**config.mk**
```make
export PLATFORM = sky130hd
export DESIGN_NAME = decode_top
export DESIGN_NICKNAME = d
export VERILOG_FILES = /design/src/common/lc3b_types.sv /design/src/common/decode_pkg.sv /design/src/common/credit_if.sv /design/src/decode/control_rom.sv /design/src/decode/regfile.sv /design/src/decode/scoreboard.sv /design/src/decode/decode_stage.sv /design/src/hdl/decode_top.sv
export SDC_FILE = /design/constraint.sdc
export NUM_CORES = 1
export LEC_CHECK = 0
export ABC_AREA = 1
export BUFFER_PORTS_ARGS = -buffer_cell sky130_fd_sc_hd__clkbuf_2
export CORE_UTILIZATION = 55
export CTS_BUF_LIST = sky130_fd_sc_hd__clkbuf_8
export DETAILED_ROUTE_END_ITERATION = 10
export HOLD_SLACK_MARGIN = 0.03
export PLACE_DENSITY = 0.72
export SLEW_MARGIN = 20
export SYNTH_ARGS = -nofsm -noshare
export SYNTH_HDL_FRONTEND = slang
export SYNTH_HIERARCHICAL = 1
export SYNTH_SLANG_ARGS = --single-unit
```
**constraint.sdc**
```tcl
create_clock -name clk -period 6.3 [get_ports clk]
set_input_delay 1.26 -clock clk [delete_from_list [all_inputs] [get_ports clk]]
set_output_delay 1.26 -clock clk [all_outputs]
set_load 0.01 [all_outputs]
```
**src/common/lc3b_types.sv**
```systemverilog
`default_nettype none

package lc3b_types;

    typedef logic [15:0] lc3b_word;
    typedef logic [2:0]  lc3b_reg;

    typedef enum logic [3:0] {
        op_br   = 4'b0000,
        op_add  = 4'b0001,
        op_ldb  = 4'b0010,
        op_stb  = 4'b0011,
        op_jsr  = 4'b0100,
        op_and  = 4'b0101,
        op_ldr  = 4'b0110,
        op_str  = 4'b0111,
        op_not  = 4'b1001, // 4'b1000 (rti) is not decoded
        op_ldi  = 4'b1010,
        op_sti  = 4'b1011,
        op_jmp  = 4'b1100,
        op_shf  = 4'b1101,
        op_lea  = 4'b1110,
        op_trap = 4'b1111
    } lc3b_opcode;

    typedef enum logic [1:0] {
        lc3b_pc_mux_sel_pc_plus2 = 2'd0,
        lc3b_pc_mux_sel_pcn      = 2'd1, // pc + adder offset
        lc3b_pc_mux_sel_alu      = 2'd2,
        lc3b_pc_mux_sel_mdr      = 2'd3  // trap vector fetch
    } lc3b_pc_mux_sel;

    typedef enum logic [1:0] {
        lc3b_pc_adder_mux_sel_offset9  = 2'd0,
        lc3b_pc_adder_mux_sel_offset11 = 2'd1
    } lc3b_pc_adder_mux_sel;

    typedef enum logic [2:0] {
        lc3b_alu_mux_sel_sr2       = 3'd0,
        lc3b_alu_mux_sel_imm5      = 3'd1,
        lc3b_alu_mux_sel_imm4      = 3'd2,
        lc3b_alu_mux_sel_offset6_b = 3'd3, // byte offset
        lc3b_alu_mux_sel_offset6_w = 3'd4  // word offset, shifted left
    } lc3b_alu_mux_sel;

    typedef enum logic [1:0] {
        lc3b_cc_gen_mux_sel_alu = 2'd0,
        lc3b_cc_gen_mux_sel_pcn = 2'd1,
        lc3b_cc_gen_mux_sel_mdr = 2'd2
    } lc3b_cc_gen_mux_sel;

    typedef enum logic [1:0] {
        lc3b_data_memory_addr_mux_sel_alu       = 2'd0,
        lc3b_data_memory_addr_mux_sel_trapvect8 = 2'd1
    } lc3b_data_memory_addr_mux_sel;

    typedef enum logic [1:0] {
        lc3b_regfile_data_mux_sel_alu = 2'd0,
        lc3b_regfile_data_mux_sel_pcn = 2'd1,
        lc3b_regfile_data_mux_sel_mdr = 2'd2,
        lc3b_regfile_data_mux_sel_pc  = 2'd3  // link value for jsr/trap
    } lc3b_regfile_data_mux_sel;

    typedef enum logic [2:0] {
        lc3b_alu_op_add  = 3'd0,
        lc3b_alu_op_and  = 3'd1,
        lc3b_alu_op_not  = 3'd2,
        lc3b_alu_op_pass = 3'd3,
        lc3b_alu_op_sll  = 3'd4,
        lc3b_alu_op_srl  = 3'd5,
        lc3b_alu_op_sra  = 3'd6
    } lc3b_alu_op;

    typedef struct packed {
        lc3b_pc_mux_sel               pc_mux_sel;
        logic                         requires_sr1;
        logic                         requires_sr2;
        lc3b_reg                      regfile_sr1;
        lc3b_reg                      regfile_sr2;
        lc3b_pc_adder_mux_sel         pc_adder_mux_sel;
        lc3b_alu_mux_sel              alu_mux_sel;
        lc3b_alu_op                   alu_op;
        logic                         cc_load;
        lc3b_cc_gen_mux_sel           cc_gen_mux_sel;
        logic                         br_en_load;
        logic                         data_memory_access;
        logic                         data_memory_write_enable;
        lc3b_data_memory_addr_mux_sel data_memory_addr_mux_sel;
        logic                         data_memory_word_align;
        lc3b_regfile_data_mux_sel     regfile_data_mux_sel;
        lc3b_reg                      regfile_dest;
        logic                         regfile_load;
    } lc3b_control_word;

endpackage : lc3b_types

`default_nettype wire

```
**src/common/decode_pkg.sv**
```systemverilog
`default_nettype none

package decode_pkg;

    import lc3b_types::*;

    localparam int IN_DEPTH    = 4; // power of two, pointers wrap
    localparam int OUT_CREDITS = 2;

    localparam int IN_PTR_W  = $clog2(IN_DEPTH);
    localparam int IN_CNT_W  = $clog2(IN_DEPTH + 1);
    localparam int OUT_CNT_W = $clog2(OUT_CREDITS + 1);

    typedef struct packed {
        lc3b_word ir;
        lc3b_word pc;
    } fetch_bundle_t;

    typedef struct packed {
        lc3b_control_word ctrl;
        lc3b_word         sr1_data;
        lc3b_word         sr2_data;
        lc3b_word         ir;
        lc3b_word         pc;
    } decoded_bundle_t;

endpackage : decode_pkg

`default_nettype wire

```
**src/common/credit_if.sv**
```systemverilog
`default_nettype none

// one credit per slot, receiver pulses credit for each slot it frees
interface credit_if #(
    parameter type payload_t = logic
) (
    input logic clk
);

    logic     valid;
    logic     credit;
    payload_t payload;

    modport sender (
        input  clk, credit,
        output valid, payload
    );

    modport receiver (
        input  clk, valid, payload,
        output credit
    );

endinterface : credit_if

`default_nettype wire

```
**src/decode/control_rom.sv**
```systemverilog
`default_nettype none

module control_rom
    import lc3b_types::*;
(
    input  lc3b_word         ir_in,
    output lc3b_control_word control_out
);

    lc3b_opcode opcode;
    lc3b_reg    dest;
    lc3b_reg    sr1;
    lc3b_reg    sr2;

    assign opcode = lc3b_opcode'(ir_in[15:12]);
    assign dest   = ir_in[11:9];
    assign sr1    = ir_in[8:6];
    assign sr2    = ir_in[2:0];

    always_comb begin
        control_out = '0; // all selects default to encoding 0
        control_out.pc_mux_sel           = lc3b_pc_mux_sel_pc_plus2;
        control_out.pc_adder_mux_sel     = lc3b_pc_adder_mux_sel_offset9;
        control_out.alu_mux_sel          = lc3b_alu_mux_sel_sr2;
        control_out.alu_op               = lc3b_alu_op_pass;
        control_out.cc_gen_mux_sel       = lc3b_cc_gen_mux_sel_alu;
        control_out.regfile_data_mux_sel = lc3b_regfile_data_mux_sel_alu;

        case (opcode)
            op_add, op_and: begin
                control_out.requires_sr1 = 1'b1;
                control_out.regfile_sr1  = sr1;
                control_out.regfile_sr2  = sr2;
                if (ir_in[5]) begin // immediate form
                    control_out.alu_mux_sel = lc3b_alu_mux_sel_imm5;
                end else begin
                    control_out.requires_sr2 = 1'b1;
                end
                control_out.alu_op = (opcode == op_add) ? lc3b_alu_op_add
                                                        : lc3b_alu_op_and;
                control_out.cc_load      = 1'b1;
                control_out.regfile_dest = dest;
                control_out.regfile_load = 1'b1;
            end
            op_not: begin
                control_out.requires_sr1 = 1'b1;
                control_out.regfile_sr1  = sr1;
                control_out.alu_op       = lc3b_alu_op_not;
                control_out.cc_load      = 1'b1;
                control_out.regfile_dest = dest;
                control_out.regfile_load = 1'b1;
            end
            op_shf: begin
                control_out.requires_sr1 = 1'b1;
                control_out.regfile_sr1  = sr1;
                control_out.alu_mux_sel  = lc3b_alu_mux_sel_imm4;
                if (!ir_in[4]) begin
                    control_out.alu_op = lc3b_alu_op_sll;
                end else if (!ir_in[5]) begin
                    control_out.alu_op = lc3b_alu_op_srl;
                end else begin
                    control_out.alu_op = lc3b_alu_op_sra;
                end
                control_out.cc_load      = 1'b1;
                control_out.regfile_dest = dest;
                control_out.regfile_load = 1'b1;
            end
            op_lea: begin
                control_out.cc_load              = 1'b1;
                control_out.cc_gen_mux_sel       = lc3b_cc_gen_mux_sel_pcn;
                control_out.regfile_data_mux_sel = lc3b_regfile_data_mux_sel_pcn;
                control_out.regfile_dest         = dest;
                control_out.regfile_load         = 1'b1;
            end
            op_ldb, op_ldi, op_ldr: begin
                control_out.requires_sr1 = 1'b1;
                control_out.regfile_sr1  = sr1;
                control_out.alu_op       = lc3b_alu_op_add; // base + offset
                if (opcode == op_ldb) begin
                    control_out.alu_mux_sel = lc3b_alu_mux_sel_offset6_b;
                end else begin
                    control_out.alu_mux_sel            = lc3b_alu_mux_sel_offset6_w;
                    control_out.data_memory_word_align = 1'b1;
                end
                control_out.cc_load              = 1'b1;
                control_out.cc_gen_mux_sel       = lc3b_cc_gen_mux_sel_mdr;
                control_out.data_memory_access   = 1'b1;
                control_out.regfile_data_mux_sel = lc3b_regfile_data_mux_sel_mdr;
                control_out.regfile_dest         = dest;
                control_out.regfile_load         = 1'b1;
            end
            op_stb, op_sti, op_str: begin
                control_out.requires_sr1 = 1'b1;
                control_out.requires_sr2 = 1'b1;
                control_out.regfile_sr1  = sr1;
                control_out.regfile_sr2  = dest; // store data sits in ir[11:9]
                control_out.alu_op       = lc3b_alu_op_add;
                if (opcode == op_stb) begin
                    control_out.alu_mux_sel = lc3b_alu_mux_sel_offset6_b;
                end else begin
                    control_out.alu_mux_sel            = lc3b_alu_mux_sel_offset6_w;
                    control_out.data_memory_word_align = 1'b1;
                end
                control_out.data_memory_access       = 1'b1;
                control_out.data_memory_write_enable = 1'b1;
            end
            op_br: begin
                control_out.pc_mux_sel = lc3b_pc_mux_sel_pcn;
                control_out.br_en_load = 1'b1; // taken decided by nzp later
            end
            op_jmp: begin
                control_out.pc_mux_sel   = lc3b_pc_mux_sel_alu;
                control_out.requires_sr1 = 1'b1;
                control_out.regfile_sr1  = sr1;
            end
            op_jsr: begin
                control_out.pc_mux_sel = ir_in[11] ? lc3b_pc_mux_sel_pcn
                                                   : lc3b_pc_mux_sel_alu; // jsrr
                control_out.requires_sr1         = 1'b1;
                control_out.regfile_sr1          = sr1;
                control_out.pc_adder_mux_sel     = lc3b_pc_adder_mux_sel_offset11;
                control_out.regfile_data_mux_sel = lc3b_regfile_data_mux_sel_pc;
                control_out.regfile_dest         = 3'd7;
                control_out.regfile_load         = 1'b1;
            end
            op_trap: begin
                control_out.pc_mux_sel = lc3b_pc_mux_sel_mdr;
                control_out.data_memory_access       = 1'b1;
                control_out.data_memory_addr_mux_sel =
                    lc3b_data_memory_addr_mux_sel_trapvect8;
                control_out.data_memory_word_align   = 1'b1;
                control_out.regfile_data_mux_sel     = lc3b_regfile_data_mux_sel_pc;
                control_out.regfile_dest             = 3'd7;
                control_out.regfile_load             = 1'b1;
            end
            default: begin
                control_out = '0; // unknown opcode
            end
        endcase
    end

endmodule : control_rom

`default_nettype wire

```
**src/decode/regfile.sv**
```systemverilog
`default_nettype none

module regfile
    import lc3b_types::*;
(
    input  logic     clk,
    input  logic     rst_n,
    input  logic     we,
    input  lc3b_reg  waddr,
    input  lc3b_word wdata,
    input  lc3b_reg  raddr_a,
    input  lc3b_reg  raddr_b,
    output lc3b_word rdata_a,
    output lc3b_word rdata_b
);

    lc3b_word regs [8];

    always_ff @(posedge clk or negedge rst_n) begin
        if (!rst_n) begin
            for (int i = 0; i < 8; i++) begin
                regs[i] <= '0;
            end
        end else if (we) begin
            regs[waddr] <= wdata;
        end
    end

    // bypass so a reader in the write cycle sees the new value
    assign rdata_a = (we && (raddr_a == waddr)) ? wdata : regs[raddr_a];
    assign rdata_b = (we && (raddr_b == waddr)) ? wdata : regs[raddr_b];

endmodule : regfile

`default_nettype wire

```
**src/decode/scoreboard.sv**
```systemverilog
`default_nettype none

module scoreboard
    import lc3b_types::*;
(
    input  logic             clk,
    input  logic             rst_n,
    input  logic             set_en,
    input  lc3b_reg          set_reg,
    input  lc3b_reg          clr_reg,
    input  logic             clr_en,
    input  lc3b_control_word ctrl,
    output logic             can_issue
);

    logic [7:0] pending;
    logic [7:0] clr_mask;
    logic [7:0] busy; // pending, minus a register retiring this cycle

    assign clr_mask = {7'b0, clr_en} << clr_reg;
    assign busy     = pending & ~clr_mask;

    assign can_issue = !(ctrl.requires_sr1 && busy[ctrl.regfile_sr1]) &&
                       !(ctrl.requires_sr2 && busy[ctrl.regfile_sr2]) &&
                       !(ctrl.regfile_load && busy[ctrl.regfile_dest]); // waw

    always_ff @(posedge clk or negedge rst_n) begin
        if (!rst_n) begin
            pending <= '0;
        end else begin
            if (clr_en) pending[clr_reg] <= 1'b0;
            if (set_en) pending[set_reg] <= 1'b1; // set wins on same reg
        end
    end

    // every writeback must match an earlier issue
    a_clr_pending: assert property (@(posedge clk) disable iff (!rst_n)
        clr_en |-> pending[clr_reg]);

endmodule : scoreboard

`default_nettype wire

```
**src/decode/decode_stage.sv**
```systemverilog
`default_nettype none

module decode_stage
    import lc3b_types::*;
    import decode_pkg::*;
(
    input  logic     clk,
    input  logic     rst_n,
    credit_if.receiver fetch_ch,
    credit_if.sender   dec_ch,
    input  logic     wb_valid,
    input  lc3b_reg  wb_dest,
    input  lc3b_word wb_data
);

    fetch_bundle_t          fifo_q [IN_DEPTH];
    logic [IN_PTR_W-1:0]    wr_ptr;
    logic [IN_PTR_W-1:0]    rd_ptr;
    logic [IN_CNT_W-1:0]    fifo_cnt;
    logic [OUT_CNT_W-1:0]   out_cnt;
    logic [OUT_CNT_W:0]     in_flight; // bundles sent, credit not yet back
    fetch_bundle_t          head;
    lc3b_control_word       ctrl;
    lc3b_word               sr1_data;
    lc3b_word               sr2_data;
    logic                   can_issue;
    logic                   issue;

    assign head  = fifo_q[rd_ptr];
    assign issue = (fifo_cnt != '0) && (out_cnt != '0) && can_issue;

    assign fetch_ch.credit = issue; // slot frees as the head leaves

    control_rom u_rom (.ir_in(head.ir), .control_out(ctrl));

    regfile u_rf (
        .clk, .rst_n,
        .we(wb_valid), .waddr(wb_dest), .wdata(wb_data),
        .raddr_a(ctrl.regfile_sr1), .raddr_b(ctrl.regfile_sr2),
        .rdata_a(sr1_data), .rdata_b(sr2_data)
    );

    scoreboard u_sb (
        .clk, .rst_n,
        .set_en(issue && ctrl.regfile_load), .set_reg(ctrl.regfile_dest),
        .clr_reg(wb_dest), .clr_en(wb_valid),
        .ctrl, .can_issue
    );

    always_ff @(posedge clk) begin
        if (fetch_ch.valid) fifo_q[wr_ptr] <= fetch_ch.payload;
        if (issue) begin
            dec_ch.payload <= '{ctrl: ctrl, sr1_data: sr1_data, sr2_data: sr2_data,
                                ir: head.ir, pc: head.pc};
        end
    end

    always_ff @(posedge clk or negedge rst_n) begin
        if (!rst_n) begin
            wr_ptr       <= '0;
            rd_ptr       <= '0;
            fifo_cnt     <= '0;
            out_cnt      <= OUT_CNT_W'(OUT_CREDITS);
            in_flight    <= '0;
            dec_ch.valid <= 1'b0;
        end else begin
            if (fetch_ch.valid) wr_ptr <= wr_ptr + 1'b1;
            if (issue) rd_ptr <= rd_ptr + 1'b1;
            fifo_cnt     <= fifo_cnt + IN_CNT_W'(fetch_ch.valid) - IN_CNT_W'(issue);
            out_cnt      <= out_cnt + OUT_CNT_W'(dec_ch.credit) - OUT_CNT_W'(issue);
            in_flight    <= in_flight + {{OUT_CNT_W{1'b0}}, dec_ch.valid}
                                      - {{OUT_CNT_W{1'b0}}, dec_ch.credit};
            dec_ch.valid <= issue;
        end
    end

    // upstream must honour the credits it was given
    a_no_overflow: assert property (@(posedge clk) disable iff (!rst_n)
        fetch_ch.valid |-> fifo_cnt < IN_CNT_W'(IN_DEPTH));

    // downstream returns no more credits than it received
    a_out_cnt_max: assert property (@(posedge clk) disable iff (!rst_n)
        out_cnt <= OUT_CNT_W'(OUT_CREDITS));

    // a new bundle needs a free downstream slot
    a_valid_credit: assert property (@(posedge clk) disable iff (!rst_n)
        dec_ch.valid |-> in_flight < OUT_CREDITS);

endmodule : decode_stage

`default_nettype wire

```
**src/hdl/decode_top.sv**
```systemverilog
`default_nettype none

module decode_top
    import lc3b_types::*;
    import decode_pkg::*;
(
    input  logic             clk,
    input  logic             rst_n,
    input  logic             in_valid,
    input  lc3b_word         in_ir,
    input  lc3b_word         in_pc,
    output logic             in_credit,
    output logic             out_valid,
    output lc3b_control_word out_ctrl,
    output lc3b_word         out_sr1_data,
    output lc3b_word         out_sr2_data,
    output lc3b_word         out_ir,
    output lc3b_word         out_pc,
    input  logic             out_credit,
    input  logic             wb_valid,
    input  lc3b_reg          wb_dest,
    input  lc3b_word         wb_data
);

    credit_if #(.payload_t(fetch_bundle_t))   fetch_ch (.clk);
    credit_if #(.payload_t(decoded_bundle_t)) dec_ch   (.clk);

    assign fetch_ch.valid   = in_valid;
    assign fetch_ch.payload = '{ir: in_ir, pc: in_pc};
    assign in_credit        = fetch_ch.credit;

    assign out_valid     = dec_ch.valid;
    assign out_ctrl      = dec_ch.payload.ctrl;
    assign out_sr1_data  = dec_ch.payload.sr1_data;
    assign out_sr2_data  = dec_ch.payload.sr2_data;
    assign out_ir        = dec_ch.payload.ir;
    assign out_pc        = dec_ch.payload.pc;
    assign dec_ch.credit = out_credit; // consumer retired one bundle

    decode_stage u_decode (
        .clk, .rst_n,
        .fetch_ch (fetch_ch.receiver),
        .dec_ch   (dec_ch.sender),
        .wb_valid, .wb_dest, .wb_data
    );

endmodule : decode_top

`default_nettype wire

```
==> results.toml, run 1 <==
[run]
drv_cap = 0

[synthesis]
yosys-top-cells-area = "edfxtp_1 39%, dfrtp_1 21%, nand2_1 12%"
synthAdderAreaFrac = 0.00545
ys_seq_area_frac = 0.597
ys_seq_elements = 371
synth_cell_types = 37
syn_area_per_cell_um2 = 9.43
post_synth_xor_area_fraction = 0.00201
synth_area_um2 = 17400
yosysTopAreaCell = "edfxtp_1"
ys_warn_count = 6
syn_inst = 1850
yosys.area.top_type_share = 0.387
synth_compound_area_frac = 0.0857
synth_top_family_by_area = "simple AND/OR/NAND/NOR gates"
yosys.area_share.simple = 0.235
synthMuxAreaShare = 0

[final_layout]
antennaDiodeCount = 0
num-fill-cells = 2504
seqCellArea_um2 = 10400
fin_nets = 2062
drive_above_1_share = 0.190
multi_input_area_um2 = 5760
syn2layout_area_growth_pct = 12.5

[global_routing]
grt_remaining_overflow = 0
grt_pass1_wl_um = 69200
grt_antenna_before_repair = 1
grt_usage = 0.271
grt_pass1_vias = 12900
grt_max_degree = 97

[die]
boundaryPins = 155
rows = 64
start_util = 0.564
die_w_um = 180
core_area_um2 = 30900
die_area_um2 = 32400
die_y_um = 180

[worst_setup_path]
worstSetupEndpointType = "output port"
crit_arrival_ps = 4250
crit_type = "reg2out"
required_ps = 5040
path_max_fanout = 53
cp-start-kind = "flop"

[sta]
rsz0062_at_grt = "false"
hold_viol = 0
fmax_mhz = 182
finalMaxSlewViolations = 0
finClkSkew_ps = 35.7
finalSetupViolCount = 0
max_slew_margin = 0.389
post-route-period-util = 0.874
holdWs_ps = 485
fin_tns_setup_ps = 0
layout_min_cycle_time_ps = 5510
tightest_slew_ps = 917

[clocking]
cts_buffers = 59
clockBufferDepth = 3
h-tree-depth = 2
cts.sinks = 371
cts_resized = 0
cts_tree = "done"
clk_pin_slew_ps = 60
clock-root-buffer = "clkbuf_8"
clk_latency_ps = 650
cts_setup_buffers = 0
cts_hold_buf = 0

[place]
numPortBuffers = 154
gp_routability_congestion = 0.883
dp_hpwl_um = 27500

[run_status]
outcome = "complete, but fails checks"
violations = "design-rule violations"

[drt]
num_vias = 13700
drt_first_iter_violations = 1708
wirelength_um = 44000
drc_errors = 1
ant_nets = 0
vias_per_cell = 5.58
firstDrtPassIters = 11
wl_per_cell_um = 18.0

[pwr]
p_leak_nw = 8.95
power.density_nw_per_um2 = 640
power.total_w = 0.0126
ir_drop_mv = 0.510

[worst_hold_path]
hold_path.class = "reg2reg"
-- where the power goes --
group | internal [W] | leakage, nW | switching, W
clock network | 0.00106 | 0.670 | 0.000966
registers | 0.00389 | 3.94 | 0.000306
logic | 0.00179 | 4.35 | 0.00456
total | 0.00674 | 8.95 | 0.00583
-- per-stage QoR --
| stage | area (um^2) | utilization | cells | worst slack [ps] |
|---|---|---|---|---|
| 2_1_floorplan | 17500 | - | 1851 | 867 |
| 3_3_place_gp | 18400 | 0.596 | 2333 | 1380 |
| 3_5_place_dp | 18400 | 0.596 | 2333 | 1230 |
| 4_1_cts | 19600 | 0.634 | 2445 | 778 |
| 5_1_grt | 19600 | 0.635 | 2446 | 412 |
| 6_report | 19600 | 0.635 | 2446 | 794 |
-- routing by layer --
metal	part of all wire	GRT usage	up-vias
li1	-	-	6392
met1	0.41	0.360	6478
met2	0.46	0.435	667
met3	0.092	0.0592	118
met4	0.033	0.109	2
met5	0.00030	0	-
-- critical path: stages, from the launching register on --
cell and delay [ps]:
dfrtp_2 550, buf_4 500, o21ai_0 170, o22ai_1 170
buf_4 200, inv_1 80, nand2_1 120, nor2_4 60
nor2_4 130, nand2_1 210, inv_1 170, nand2_1 80
nand3_1 80, nand3_1 80, nand3_1 90, nand2_1 50
nor2_1 140, inv_2 50, nor2_2 140, nand2_1 230
inv_4 120, clkbuf_2 150
-- cells by family after synthesis --
family / after synthesis
AO/OA/AOI/OAI: 251
XOR/XNOR: 4
adder cells (fa/ha/maj): 7
buffers and inverters: 295
flip-flops: 371
other: 1
AND/OR/NAND/NOR: 921
-- synthesized netlist by cell type (all sizes together) --
| cell | n |
|---|---|
| nand2 | 572 |
| a21boi | 3 |
| xnor2 | 1 |
| clkbuf | 38 |
| conb | 1 |
| edfxtp | 225 |
| inv | 196 |
| nor3 | 1 |
| nand3 | 253 |
| dfrtp | 145 |
| dfstp | 1 |
| nor2 | 94 |
| nand3b | 1 |
| ha | 6 |
| o22ai | 33 |
| fa | 1 |
| buf | 61 |
| o21ai | 212 |
| a21oi | 3 |
| xor2 | 3 |
-- area by class of cell --
type / instances / share of cell area
clock buffers: 63 / 0.0442
clock inverters: 49 / 0.0157
inverters: 196 / 0.0385
multi-input cells: 1185 / 0.294
flip-flops and latches: 371 / 0.530
well taps: 396 / 0.0252
repair buffers: 186 / 0.0522
-- cells in the final DEF, fill, tap and decap left out, types with 3 or more instances in the layout --
cell / count
nand2_1: 546
ha_1: 6
nor2_1: 52
clkbuf_8: 63
o21ai_2: 10
o22ai_1: 11
nand2_2: 23
nor2_4: 26
dfrtp_1: 144
clkinv_2: 8
nand2_4: 3
nor2_2: 16
o22ai_2: 22
buf_4: 31
o21ai_0: 194
inv_1: 199
bufinv_16: 3
o21ai_1: 7
clkbuf_2: 153
inv_4: 4
inv_2: 10
clkinv_1: 14
xor2_1: 3
nand3_1: 253
edfxtp_1: 225
-- registers in the layout, indices dropped and copies added, names as in the netlist --
register	flops
u_decode/u_rf/regs	128
u_decode/out_cnt	2
u_decode/u_sb/pending	8
u_decode/dec_ch.valid	1
u_decode/dec_ch.payload	97
u_decode/rd_ptr	2
u_decode/fifo_q	128
u_decode/fifo_cnt	3
u_decode/wr_ptr	2
-- worst paths after layout --
check	start	end	slack [ps]	cells past startpoint
worst max register to register	u_decode/rd_ptr[0]	u_decode/dec_ch.payload[14]	1200	22
worst min-delay path	u_decode/u_rf/regs[52]	u_decode/u_rf/regs[52]	480	2
max in group asynchronous	rst_n	u_decode/u_rf/regs[39]	4370	2
worst min register to register	u_decode/u_rf/regs[52]	u_decode/u_rf/regs[52]	480	2
worst max-delay path	u_decode/rd_ptr[0]	in_credit	790	21
min in group asynchronous	rst_n	u_decode/u_rf/regs[108]	700	1
(Power assumes the default switching activity.)
==> inputs of run 2 (changes only) <==
PLACE_DENSITY = default   (was 0.72)
PLACE_DENSITY_LB_ADDON = 0.15   (was default)
==> results.toml, run 2 (synthesis gave the netlist of run 1 again) <==
[run_status]
outcome = "finished, final reports clean"

[worst_setup_path]
crit_type = "reg2out"
r2r_cells = 20
path_cells = "inv_6 > nor2_2 > o22ai_1 > inv_2 > nor2_4 > nand3_1 > nand2_2 > inv_1 > nand3_1 > nand3_1 > nand2_1 > nand2_1 > nand3_1 > nand2_1 > nor2_1 > inv_2 > nor2_2 > nand2_1 > inv_4 > clkbuf_2"
path_buf_inv = 6
cp-start-kind = "flop"
cpPeakStageDelay_ps = 630
worstSetupEndpointType = "output port"
startpoint = "u_decode/rd_ptr[0]"
timing.rr.start = "u_decode/rd_ptr[0]"
slowest_stage = "dfrtp_2"
reg2reg_slack_ps = 1320
r2r-end = "u_decode/dec_ch.payload[0]"
crit_arrival_ps = 4630
cp_num_cells = 20
crit_path_end = "in_credit"
cp_top_family = "simple AND/OR/NAND/NOR gates"
path_max_fanout = 39
required_ps = 5040

[global_routing]
grt_pass1_vias = 13200
grt_pass1_wl_um = 71600
grt_antenna_before_repair = 0
grt_max_degree = 69
grt_remaining_overflow = 0
grt_usage = 0.281

[drt]
num_vias = 13600
wl_per_cell_um = 18.5
vias_per_cell = 5.56
drt_first_iter_violations = 1481
wirelength_um = 45000
firstDrtPassIters = 7
drc_errors = 0
ant_nets = 0

[die]
die_area_um2 = 32400
die_y_um = 180
core_area_um2 = 30900
die_w_um = 180
rows = 64
start_util = 0.564
boundaryPins = 155

[final_layout]
reg_top3 = "u_decode/fifo_q: 128 flops, u_decode/u_rf/regs: 128 flops, u_decode/dec_ch.payload: 97 flops"
syn2layout_area_growth_pct = 11.8
layout_common_cells = "547 x nand2_1, 253 x nand3_1, 225 x edfxtp_1, 207 x inv_1, 194 x o21ai_0"
fin_nets = 2061
post-route-util = 0.631
final_common_cell = "nand2_1"
drive_above_1_share = 0.184
antennaDiodeCount = 0

[place]
numPortBuffers = 154
gp_routability_congestion = 0.869
dp_hpwl_um = 28000

[sta]
finClkSkew_ps = 15.8
hold_viol = 0
tightest_slew_ps = 872
max_slew_margin = 0.419
finalSetupViolCount = 0
post-route-period-util = 0.934
layout_min_cycle_time_ps = 5890
finalMaxSlewViolations = 0
fmax_mhz = 170
rsz0062_at_grt = "false"
fin_tns_setup_ps = 0

[pwr]
power.total_w = 0.0124
power.density_nw_per_um2 = 634
ir_drop_mv = 0.599
pwr-share-seq = 0.340
power_switching_w = 0.00579
p_leak_nw = 8.92
p_int_w = 0.00658
p_comb_frac = 0.511
sw_frac_of_total = 0.468
clockPowerShare = 0.149

[clocking]
clk_pin_slew_ps = 60
cts_setup_buffers = 0
cts_resized = 0
clockBufferDepth = 3
cts_hold_buf = 0
clk_latency_ps = 620
clock-root-buffer = "clkbuf_8"
h-tree-depth = 2
cts_tree = "done"
cts_buffers = 58
cts.sinks = 371

[worst_hold_path]
hold_path.class = "reg2reg"

[run]
drv_cap = 0
==> run 2: cell count changes in the layout (fill, tap and decap cells not counted), sizes merged <==
cell | previous run | this run
clkinv | 23 | 15
inv | 217 | 223
bufinv | 3 | 0
clkinvlp | 2 | 0
==> run 2: worst min-delay path by stage <==
stage | startpoint | to | slack (ps) | depth (start not counted)
3_5_place_dp | u_decode/u_rf/regs[54] | u_decode/u_rf/regs[54] | 470 | 2
2_1_floorplan | u_decode/fifo_cnt[2] | u_decode/fifo_cnt[2] | 440 | 1
6_report | u_decode/u_rf/regs[68] | u_decode/u_rf/regs[68] | 480 | 2
3_3_place_gp | u_decode/fifo_cnt[2] | u_decode/fifo_cnt[2] | 460 | 1
5_1_grt | u_decode/u_rf/regs[77] | u_decode/u_rf/regs[77] | 500 | 2
4_1_cts | u_decode/fifo_cnt[2] | u_decode/fifo_cnt[2] | 490 | 1
==> run 2: worst min-delay path, stage by stage (launching register included) <==
cell and delay [ps]:
dfrtp_1 340, nand2_1 50, o21ai_0 60
==> run 2: power by group through the flow <==
stage / Clock (W) / Combinational, W / Sequential [W]
3_5_place_dp: 0 / 0.00623 / 0.00425
2_1_floorplan: 0 / 0.00415 / 0.00436
6_report: 0.00184 / 0.00633 / 0.00420
4_1_cts: 0.00188 / 0.00625 / 0.00421
5_1_grt: 0.00199 / 0.00697 / 0.00427
3_3_place_gp: 0 / 0.00612 / 0.00424
==> run 2: through the flow <==
step | hold WS [ps] | area, um^2 | worst slack, ps | instances
after floorplan | 442 | 17500 | 867 | 1851
after detailed placement | 473 | 18500 | 1120 | 2334
final | 485 | 19500 | 413 | 2439
after global routing | 503 | 19500 | 9.92 | 2439
after global placement | 461 | 18400 | 1200 | 2333
after CTS | 487 | 19500 | 433 | 2439
==> run 2: final cells by class <==
| cell class | count | area, um^2 |
|---|---|---|
| Tap cell | 396 | 495 |
| Clock inverter | 42 | 185 |
| Sequential cell | 371 | 10400 |
| Inverter | 196 | 756 |
| Timing Repair Buffer | 186 | 1020 |
| Fill cell | 2597 | 11400 |
| Clock buffer | 63 | 867 |
| Multi-Input combinational cell | 1185 | 5760 |
==> run 2: layer usage <==
metal | share of wire | vias to the layer above | GRT usage
met4 | 0.026 | 0 | 0.0916
met1 | 0.42 | 6430 | 0.370
met3 | 0.082 | 110 | 0.0540
li1 | - | 6395 | -
met2 | 0.48 | 632 | 0.469
met5 | 0 | - | 0
